--- config.mk ---
export PLATFORM = sky130hd
export DESIGN_NAME = ps2_keyboard
export DESIGN_NICKNAME = d
export VERILOG_FILES = /design/src/design/ps2_frame_pkg.sv /design/src/design/key_event_pkg.sv /design/src/design/ps2_rx.sv /design/src/design/scan_decoder.sv /design/src/design/ascii_map.sv /design/src/design/key_out_port.sv /design/src/design/ps2_keyboard.sv
export SDC_FILE = /design/constraint.sdc
export NUM_CORES = 1
export LEC_CHECK = 0
export BUFFER_PORTS_ARGS = -buffer_cell sky130_fd_sc_hd__buf_2
export CORE_UTILIZATION = 30
export CTS_BUF_LIST = sky130_fd_sc_hd__clkbuf_4
export DETAILED_ROUTE_END_ITERATION = 16
export GPL_TIMING_DRIVEN = 0
export SETUP_SLACK_MARGIN = 0.02
export SKIP_CTS_REPAIR_TIMING = 1
export SYNTH_ARGS = -nofsm -noshare
export SYNTH_HDL_FRONTEND = slang
export SYNTH_SLANG_ARGS = --single-unit
--- constraint.sdc ---
create_clock -name clk -period 3.8 [get_ports clk]
set_input_delay 0.19 -clock clk [delete_from_list [all_inputs] [get_ports clk]]
set_output_delay 0.19 -clock clk [all_outputs]
set_load 0.005 [all_outputs]
--- src/design/ps2_frame_pkg.sv ---
// line level of the PS/2 device-to-host link
package ps2_frame_pkg;

	// start + 8 data + parity + stop
	localparam int frame_bits = 11;

	// frame layout, bit 0 is the first bit on the wire
	//   [0]    start, always 0
	//   [8:1]  data, lsb first
	//   [9]    odd parity over data
	//   [10]   stop, always 1

	// one checked byte from the receiver
	typedef struct packed {
		logic [7:0] data;  // scan code byte as sent
		logic       valid; // one-cycle strobe
	} rx_byte_t;

endpackage

--- src/design/key_event_pkg.sv ---
// scan code set 2 values and the key event that runs down the chain
package key_event_pkg;

	// prefix bytes
	localparam logic [7:0] sc_extend = 8'hE0; // extended key follows
	localparam logic [7:0] sc_break  = 8'hF0; // key release follows

	// modifier make codes
	localparam logic [7:0] sc_lshift = 8'h12;
	localparam logic [7:0] sc_rshift = 8'h59;
	localparam logic [7:0] sc_caps   = 8'h58;

	// 0 means no printable character
	typedef logic [7:0] ascii_t;

	// one make or break of a key
	typedef struct packed {
		logic       released; // break code
		logic       extended; // came after E0
		logic [7:0] scan;     // scan code without prefixes
		ascii_t     ascii;    // filled in by ascii_map
	} key_event_t;

endpackage

--- src/design/ps2_rx.sv ---
`timescale 1ns/1ps

module ps2_rx #(
	parameter int timeout_cycles = 10000
) (
	input  logic                    clk,
	input  logic                    rst_n,
	input  logic                    ps2_clk,
	input  logic                    ps2_data,
	output ps2_frame_pkg::rx_byte_t byte_out,
	output logic                    frame_error
);

	localparam int last_bit = ps2_frame_pkg::frame_bits - 1;
	localparam int cnt_w    = $clog2(ps2_frame_pkg::frame_bits);
	localparam int idle_w   = $clog2(timeout_cycles + 1);

	logic [1:0]        clk_sync;  // [0] is pin side
	logic [1:0]        data_sync;
	logic              clk_prev;  // synced clock one cycle back
	logic              fall;      // synced clock went 1 -> 0
	logic              fall_q;    // registered edge strobe
	logic              data_q;    // data level taken at the edge
	logic [cnt_w-1:0]  bit_cnt;   // bits already in shreg
	logic [idle_w-1:0] idle_cnt;  // clocks since last edge
	logic [last_bit:0] shreg;
	logic [last_bit:0] frame;     // shreg with the current bit shifted in
	logic              last_edge; // edge of the stop bit
	logic              frame_ok;
	logic [7:0]        byte_q;
	logic              byte_vld;

	// lines idle high, so reset to 1 to avoid a false edge
	always_ff @(posedge clk or negedge rst_n) begin
		if (!rst_n) begin
			clk_sync  <= 2'b11;
			data_sync <= 2'b11;
			clk_prev  <= 1'b1;
			fall_q    <= 1'b0;
		end else begin
			clk_sync  <= {clk_sync[0], ps2_clk};
			data_sync <= {data_sync[0], ps2_data};
			clk_prev  <= clk_sync[1];
			fall_q    <= fall;
		end
	end

	assign fall = clk_prev & ~clk_sync[1];

	// data is stable while the device holds the clock low
	always_ff @(posedge clk) begin
		if (fall)
			data_q <= data_sync[1];
	end

	// lsb first on the wire, shift right so bit 0 ends up as start
	assign frame     = {data_q, shreg[last_bit:1]};
	assign last_edge = fall_q && (bit_cnt == cnt_w'(last_bit));
	assign frame_ok  = ~frame[0] & frame[last_bit] & (^frame[last_bit-1:1]); // odd parity

	always_ff @(posedge clk) begin
		if (fall_q)
			shreg <= frame;
		if (last_edge)
			byte_q <= frame[8:1];
	end

	always_ff @(posedge clk or negedge rst_n) begin
		if (!rst_n) begin
			bit_cnt     <= '0;
			idle_cnt    <= '0;
			byte_vld    <= 1'b0;
			frame_error <= 1'b0;
		end else begin
			byte_vld    <= 1'b0; // strobes
			frame_error <= 1'b0;
			if (fall_q) begin
				idle_cnt <= '0;
				if (last_edge) begin
					bit_cnt     <= '0;
					byte_vld    <= frame_ok;
					frame_error <= ~frame_ok;
				end else begin
					bit_cnt <= bit_cnt + 1'b1;
				end
			end else if (bit_cnt != '0) begin
				// stalled mid frame, drop it quietly
				if (idle_cnt == idle_w'(timeout_cycles - 1)) begin
					bit_cnt  <= '0;
					idle_cnt <= '0;
				end else begin
					idle_cnt <= idle_cnt + 1'b1;
				end
			end
		end
	end

	assign byte_out = '{data: byte_q, valid: byte_vld};

	a_bit_cnt_range: assert property (@(posedge clk) disable iff (!rst_n)
		bit_cnt <= cnt_w'(last_bit));

	a_strobe_excl: assert property (@(posedge clk) disable iff (!rst_n)
		!(byte_vld && frame_error));

endmodule

--- src/design/scan_decoder.sv ---
`timescale 1ns/1ps

module scan_decoder (
	input  logic                       clk,
	input  logic                       rst_n,
	input  ps2_frame_pkg::rx_byte_t    byte_in,
	output key_event_pkg::key_event_t  raw_event,
	output logic                       raw_valid,
	output logic                       shift,
	output logic                       caps
);

	logic pending_extend; // E0 seen, waiting for the key byte
	logic pending_break;  // F0 seen
	logic lshift_q;
	logic rshift_q;
	logic caps_q;
	logic is_prefix;
	logic key_byte;       // strobe for a non-prefix byte

	assign is_prefix = (byte_in.data == key_event_pkg::sc_extend) ||
		(byte_in.data == key_event_pkg::sc_break);
	assign key_byte  = byte_in.valid & ~is_prefix;

	always_ff @(posedge clk or negedge rst_n) begin
		if (!rst_n) begin
			pending_extend <= 1'b0;
			pending_break  <= 1'b0;
			lshift_q       <= 1'b0;
			rshift_q       <= 1'b0;
			caps_q         <= 1'b0;
			raw_valid      <= 1'b0;
		end else begin
			raw_valid <= key_byte; // prefixes give no event
			if (byte_in.valid) begin
				if (byte_in.data == key_event_pkg::sc_extend) begin
					pending_extend <= 1'b1;
				end else if (byte_in.data == key_event_pkg::sc_break) begin
					pending_break <= 1'b1;
				end else begin
					pending_extend <= 1'b0;
					pending_break  <= 1'b0;
					// E0 12 shows up in print screen, not a real shift
					if (!pending_extend) begin
						case (byte_in.data)
							key_event_pkg::sc_lshift: lshift_q <= ~pending_break;
							key_event_pkg::sc_rshift: rshift_q <= ~pending_break;
							key_event_pkg::sc_caps: begin
								if (!pending_break)
									caps_q <= ~caps_q; // toggle on make only
							end
							default: ;
						endcase
					end
				end
			end
		end
	end

	// ascii gets filled downstream
	always_ff @(posedge clk) begin
		if (key_byte)
			raw_event <= '{
				released: pending_break,
				extended: pending_extend,
				scan:     byte_in.data,
				ascii:    '0
			};
	end

	assign shift = lshift_q | rshift_q; // either side holds shift
	assign caps  = caps_q;

	a_valid_after_byte: assert property (@(posedge clk) disable iff (!rst_n)
		raw_valid |-> $past(byte_in.valid));

endmodule

--- src/design/ascii_map.sv ---
`timescale 1ns/1ps

module ascii_map (
	input  logic                      clk,
	input  logic                      rst_n,
	input  key_event_pkg::key_event_t event_in,
	input  logic                      event_valid,
	input  logic                      shift,
	input  logic                      caps,
	output key_event_pkg::key_event_t event_out,
	output logic                      event_out_valid
);

	key_event_pkg::ascii_t ltr;   // lower case letter, else 0
	logic [15:0]           pair;  // {plain, shifted}, else 0
	key_event_pkg::ascii_t fixed; // keys with no shifted form
	key_event_pkg::ascii_t ascii_nx;

	always_comb begin
		ltr   = '0;
		pair  = '0;
		fixed = '0;
		case (event_in.scan)
			8'h1C: ltr = "a";
			8'h32: ltr = "b";
			8'h21: ltr = "c";
			8'h23: ltr = "d";
			8'h24: ltr = "e";
			8'h2B: ltr = "f";
			8'h34: ltr = "g";
			8'h33: ltr = "h";
			8'h43: ltr = "i";
			8'h3B: ltr = "j";
			8'h42: ltr = "k";
			8'h4B: ltr = "l";
			8'h3A: ltr = "m";
			8'h31: ltr = "n";
			8'h44: ltr = "o";
			8'h4D: ltr = "p";
			8'h15: ltr = "q";
			8'h2D: ltr = "r";
			8'h1B: ltr = "s";
			8'h2C: ltr = "t";
			8'h3C: ltr = "u";
			8'h2A: ltr = "v";
			8'h1D: ltr = "w";
			8'h22: ltr = "x";
			8'h35: ltr = "y";
			8'h1A: ltr = "z";
			// digit row, us layout
			8'h16: pair = "1!";
			8'h1E: pair = "2@";
			8'h26: pair = "3#";
			8'h25: pair = "4$";
			8'h2E: pair = "5%";
			8'h36: pair = "6^";
			8'h3D: pair = "7&";
			8'h3E: pair = "8*";
			8'h46: pair = "9(";
			8'h45: pair = "0)";
			// punctuation
			8'h0E: pair = {8'h60, "~"}; // backtick key
			8'h4E: pair = "-_";
			8'h55: pair = "=+";
			8'h54: pair = "[{";
			8'h5B: pair = "]}";
			8'h5D: pair = "\\|";
			8'h4C: pair = ";:";
			8'h52: pair = "'\"";
			8'h41: pair = ",<";
			8'h49: pair = ".>";
			8'h4A: pair = "/?";
			// control keys
			8'h29: fixed = 8'h20; // space
			8'h66: fixed = 8'h08; // backspace
			8'h5A: fixed = 8'h0D; // enter
			8'h76: fixed = 8'h1B; // escape
			default: ; // modifiers and unmapped stay 0
		endcase

		if (event_in.extended)
			ascii_nx = '0; // arrows, keypad enter etc
		else if (ltr != '0)
			ascii_nx = (shift ^ caps) ? ltr - 8'h20 : ltr; // caps hits letters only
		else if (pair != '0)
			ascii_nx = shift ? pair[7:0] : pair[15:8];
		else
			ascii_nx = fixed;
	end

	always_ff @(posedge clk) begin
		if (event_valid)
			event_out <= '{
				released: event_in.released,
				extended: event_in.extended,
				scan:     event_in.scan,
				ascii:    ascii_nx
			};
	end

	always_ff @(posedge clk or negedge rst_n) begin
		if (!rst_n)
			event_out_valid <= 1'b0;
		else
			event_out_valid <= event_valid;
	end

endmodule

--- src/design/key_out_port.sv ---
`timescale 1ns/1ps

module key_out_port #(
	parameter int queue_depth = 8
) (
	input  logic                      clk,
	input  logic                      rst_n,
	input  key_event_pkg::key_event_t event_in,
	input  logic                      event_valid,
	output key_event_pkg::key_event_t key_event,
	output logic                      req,
	input  logic                      ack,
	output logic                      overrun
);

	localparam int ptr_w = (queue_depth > 1) ? $clog2(queue_depth) : 1;
	localparam int cnt_w = $clog2(queue_depth + 1);

	typedef enum logic {
		st_idle,
		st_req
	} hs_state_t;

	key_event_pkg::key_event_t mem [queue_depth];
	logic [ptr_w-1:0] wr_ptr;
	logic [ptr_w-1:0] rd_ptr;
	logic [cnt_w-1:0] count;
	hs_state_t        state;
	logic             full;
	logic             push;
	logic             pop;

	// wrap for any depth, not only powers of two
	function automatic logic [ptr_w-1:0] ptr_inc(input logic [ptr_w-1:0] p);
		return (p == ptr_w'(queue_depth - 1)) ? '0 : p + 1'b1;
	endfunction

	assign full = (count == cnt_w'(queue_depth));
	assign push = event_valid & ~full;        // ps2 can't wait, drop when full
	assign pop  = (state == st_req) & ack;    // host took the head entry

	always_ff @(posedge clk) begin
		if (push)
			mem[wr_ptr] <= event_in;
	end

	always_ff @(posedge clk or negedge rst_n) begin
		if (!rst_n) begin
			wr_ptr  <= '0;
			rd_ptr  <= '0;
			count   <= '0;
			state   <= st_idle;
			overrun <= 1'b0;
		end else begin
			if (push)
				wr_ptr <= ptr_inc(wr_ptr);
			if (pop)
				rd_ptr <= ptr_inc(rd_ptr);
			count <= count + cnt_w'(push) - cnt_w'(pop);
			if (event_valid && full)
				overrun <= 1'b1; // sticky
			case (state)
				// raise req with the entry landing this edge as well
				st_idle: if (!ack && (count != '0 || push)) state <= st_req;
				st_req:  if (ack) state <= st_idle; // pop and drop req
				default: state <= st_idle;
			endcase
		end
	end

	assign req       = (state == st_req);
	assign key_event = mem[rd_ptr]; // head of queue

	a_event_stable: assert property (@(posedge clk) disable iff (!rst_n)
		req |=> !req || $stable(key_event));

	a_req_after_ack_low: assert property (@(posedge clk) disable iff (!rst_n)
		$rose(req) |-> !$past(ack));

endmodule

--- src/design/ps2_keyboard.sv ---
`timescale 1ns/1ps

module ps2_keyboard #(
	parameter int timeout_cycles = 10000, // about 200 us at 50 MHz
	parameter int queue_depth    = 8
) (
	input  logic                      clk,
	input  logic                      rst_n,
	input  logic                      ps2_clk,   // async from pin
	input  logic                      ps2_data,  // async from pin
	output key_event_pkg::key_event_t key_event,
	output logic                      req,
	input  logic                      ack,
	output logic                      overrun,
	output logic                      frame_error
);

	ps2_frame_pkg::rx_byte_t   rx_byte;
	key_event_pkg::key_event_t raw_event;
	logic                      raw_valid;
	logic                      shift;
	logic                      caps;
	key_event_pkg::key_event_t map_event;
	logic                      map_valid;

	// pins to checked bytes
	ps2_rx #(
		.timeout_cycles(timeout_cycles)
	) i_ps2_rx (
		.clk        (clk),
		.rst_n      (rst_n),
		.ps2_clk    (ps2_clk),
		.ps2_data   (ps2_data),
		.byte_out   (rx_byte),
		.frame_error(frame_error)
	);

	// bytes to key events plus modifier state
	scan_decoder i_scan_decoder (
		.clk      (clk),
		.rst_n    (rst_n),
		.byte_in  (rx_byte),
		.raw_event(raw_event),
		.raw_valid(raw_valid),
		.shift    (shift),
		.caps     (caps)
	);

	ascii_map i_ascii_map (
		.clk            (clk),
		.rst_n          (rst_n),
		.event_in       (raw_event),
		.event_valid    (raw_valid),
		.shift          (shift),
		.caps           (caps),
		.event_out      (map_event),
		.event_out_valid(map_valid)
	);

	// queue and host req/ack
	key_out_port #(
		.queue_depth(queue_depth)
	) i_key_out_port (
		.clk        (clk),
		.rst_n      (rst_n),
		.event_in   (map_event),
		.event_valid(map_valid),
		.key_event  (key_event),
		.req        (req),
		.ack        (ack),
		.overrun    (overrun)
	);

endmodule

==> impl_metrics.ini <==
[floorplan]
die_w_um = 191
dieArea_sq_um = 36400
fp-row-count = 68
die_y_um = 191
ioPinCount = 26
initial_core_util_pct = 30.7
coreArea_sq_um = 34800

[power_and_ir_drop]
p_leak_nw = 4.42
finalPower_w = 0.00635
power_per_cell_area_nw_per_um2 = 512
vdd_drop_max_mv = 0.284

[clock_tree]
numCtsBuffers = 59
clkTransAtPathRegs_ns = 0.06
cts_tree = yes
clk_path_buf_depth = 3
cts_root_buf = clkbuf_4
clock_sinks = 236
clk_latency_ns = 0.71
ctsHtreeMaxLevel = 2

[finish]
drive_above_1_share_pct = 30.6
final_nets = 827
layout_commonest_cell = edfxtp_1
fill_cells = 3347
stdcell_count = 1308
final_area_sq_um = 12400
fin_util_pct = 35.6
multiInputGateArea_sq_um = 3550
syn_to_final_growth_pct = 16.0
final_cell_mix = 191 x edfxtp_1, 94 x clkbuf_4, 44 x nand2_1
register_area_sq_um = 6870

[grt]
gr-total-overflow = 0
grt_pass1_vias = 6660
grt_pass1_wl_mm = 37.0
grt_start_max_net_pins = 46
antenna_found_initial = 1
grtUsageTotal_pct = 13.1

[logic_synthesis]
synth_cells = 703
ys_warn_count = 0
synth_ff_type = edfxtp_1
synth-seq-cells = 236
synth_area_sq_um = 10700
avgSynthCellArea_sq_um = 15.2
syn-num-nets = 724
ys_async_sr_fraction_pct = 19.1
seq_area_frac_synth_pct = 64.2
yosysUniqueCellTypes = 94
synth_edf_count = 191

[drt]
wire_per_inst_um = 17.8
route.vias.total = 6415
initialDrtViolationCount = 547
wl_mm = 23.2
vias_per_cell = 4.90
drt_drc_violations_left = 0
postRouteAntennaNets = 0
drt-pass1-iter-count = 5

[setup_path]
crit_path_max_fanout = 10
critPathTopFamily = buffers and inverters
cp-start-kind = flop
worst_ep_required_time_ns = 3.61
r2r_slack_ns = 0.92
cp_common_cell = clkbuf_1
cp.arrival_ns = 2.96
r2r-end = i_ascii_map.event_out[5]
crit_type = reg2out
cp_num_buf_inv = 3
max_stage_delay_ns = 0.66
reg2reg_depth = 8
timing.rr.start = i_scan_decoder.raw_event[12]
path_cells = clkbuf_1 > clkbuf_1 > mux4_2 > mux2_2 > buf_2
cp-end-kind = primary output
crit_path_top_delay_cell = clkbuf_1

[run_status]
status = complete, no violations

[timing]
rsz0062_at_grt = no
worst_pin_slew_ns = 1.04
fmax_ghz = 0.318
finalSetupViolations = 0
hold_violations = 0
tns_ns = 0
min_period_over_period_pct = 82.8
post-route-min-period_ns = 3.15
maxSlewViolCount = 0
maxSlewHeadroom_pct = 30.7
fin_worst_skew_ns = 0.0897

[flow_run]
cap_violations = 0

[hold_path]
min-delay-start = ps2_clk
hold_depth = 2
worst_hold_path.endpoint = i_ps2_rx.clk_sync[0]
min_path_type = in2reg

[place]
dp_cells = 1196
gp_congestion = 0.882
portBuffers = 25
postPlaceCellArea_sq_um = 11600
dp_hpwl_mm = 16.0
==> metal layers <==
| metal | part of all wire (%) | GRT usage (%) | up-vias |
|---|---|---|---|
| met5 | 0 | 0 | - |
| met4 | 2.3 | 5.02 | 0 |
| met3 | 4.5 | 2.56 | 38 |
| met2 | 48 | 21.3 | 161 |
| met1 | 45 | 17.1 | 3224 |
| li1 | - | - | 2992 |
==> synth_stat cells (5+ instances only) <==
library cell,number,area (sq um)
edfxtp_1,191,5740
nand2_1,44,165
dfrtp_1,40,1000
mux4_2,36,811
nor2_1,33,124
a21oi_1,25,125
nand3_1,23,115
inv_1,22,82.6
mux2_2,20,225
o21ai_0,19,95.1
xnor2_1,16,140
ha_1,15,188
nor3_1,15,75.1
buf_2,10,50.1
nor2b_1,10,62.6
clkbuf_1,9,33.8
a31oi_1,8,50.1
buf_4,8,60.1
nand2b_1,8,50.1
a21o_1,7,52.6
buf_6,6,67.6
nor3b_1,6,45.0
nor4_1,6,37.5
o31ai_1,6,45.0
xor2_1,6,52.6
and3_1,5,31.3
dfstp_2,5,131
nand4_1,5,31.3
==> flip-flops by register name, summed over array words and instances, names as in the netlist, 2 cells and up <==
register                  count
i_ascii_map.event_out        18
i_key_out_port.count          4
i_key_out_port.mem          144
i_key_out_port.rd_ptr         3
i_key_out_port.wr_ptr         3
i_ps2_rx.bit_cnt              4
i_ps2_rx.byte_q               8
i_ps2_rx.clk_sync             2
i_ps2_rx.data_sync            2
i_ps2_rx.idle_cnt            14
i_ps2_rx.shreg               10
i_scan_decoder.raw_event     10
==> cells by family after synthesis <==
logic type                 share of synthesized area (%)
buffers and inverters                               2.92
adders and majority gates                           1.94
DFF                                                 64.2
xor gates and xnor gates                            1.95
and+or+nand+nor                                     11.9
AOI/OAI and AO/OA                                   7.04
other                                             0.0351
muxes                                               9.97
==> cell type report <==
type,count,share of cell area (%)
well taps,455,4.59
multi-input cells,410,28.6
repair buffers,42,2.60
clock buffers,94,5.69
plain buffers,35,1.86
diodes,1,0.0202
inverters,22,0.666
clock inverters,13,0.595
flip-flops and latches,236,55.4
==> stage by stage <==
step	hold slack (ns)	worst slack, ns
after detailed placement	0.297	0.972
after floorplan	-0.106	0.803
final	0.163	0.652
after global placement	0.297	-1.14
after global routing	0.114	0.456
after CTS	-0.436	0.541
==> report_power, final <==
group	internal (W)	switching (W)	total, W
combinational	0.000666	0.000606	0.00127
clock	0.00113	0.000999	0.00213
sequential	0.00287	0.0000836	0.00295
==> how the worst max path moves through the flow <==
| stage | from | endpoint | slack (ns) | depth (start not counted) |
|---|---|---|---|---|
| after CTS | i_key_out_port.rd_ptr[1] | key_event[8] | 0.54 | 5 |
| after global routing | i_key_out_port.rd_ptr[1] | key_event[8] | 0.46 | 5 |
| after floorplan | i_key_out_port.count[2] | i_key_out_port.mem[0][0] | 0.80 | 5 |
| final | i_key_out_port.rd_ptr[1] | key_event[8] | 0.65 | 5 |
| after global placement | i_key_out_port.count[2] | i_key_out_port.mem[0][7] | -1.14 | 5 |
| after detailed placement | i_scan_decoder.raw_event[9] | i_ascii_map.event_out[5] | 0.97 | 9 |
No activity file was read; power rests on OpenSTA's default activity.
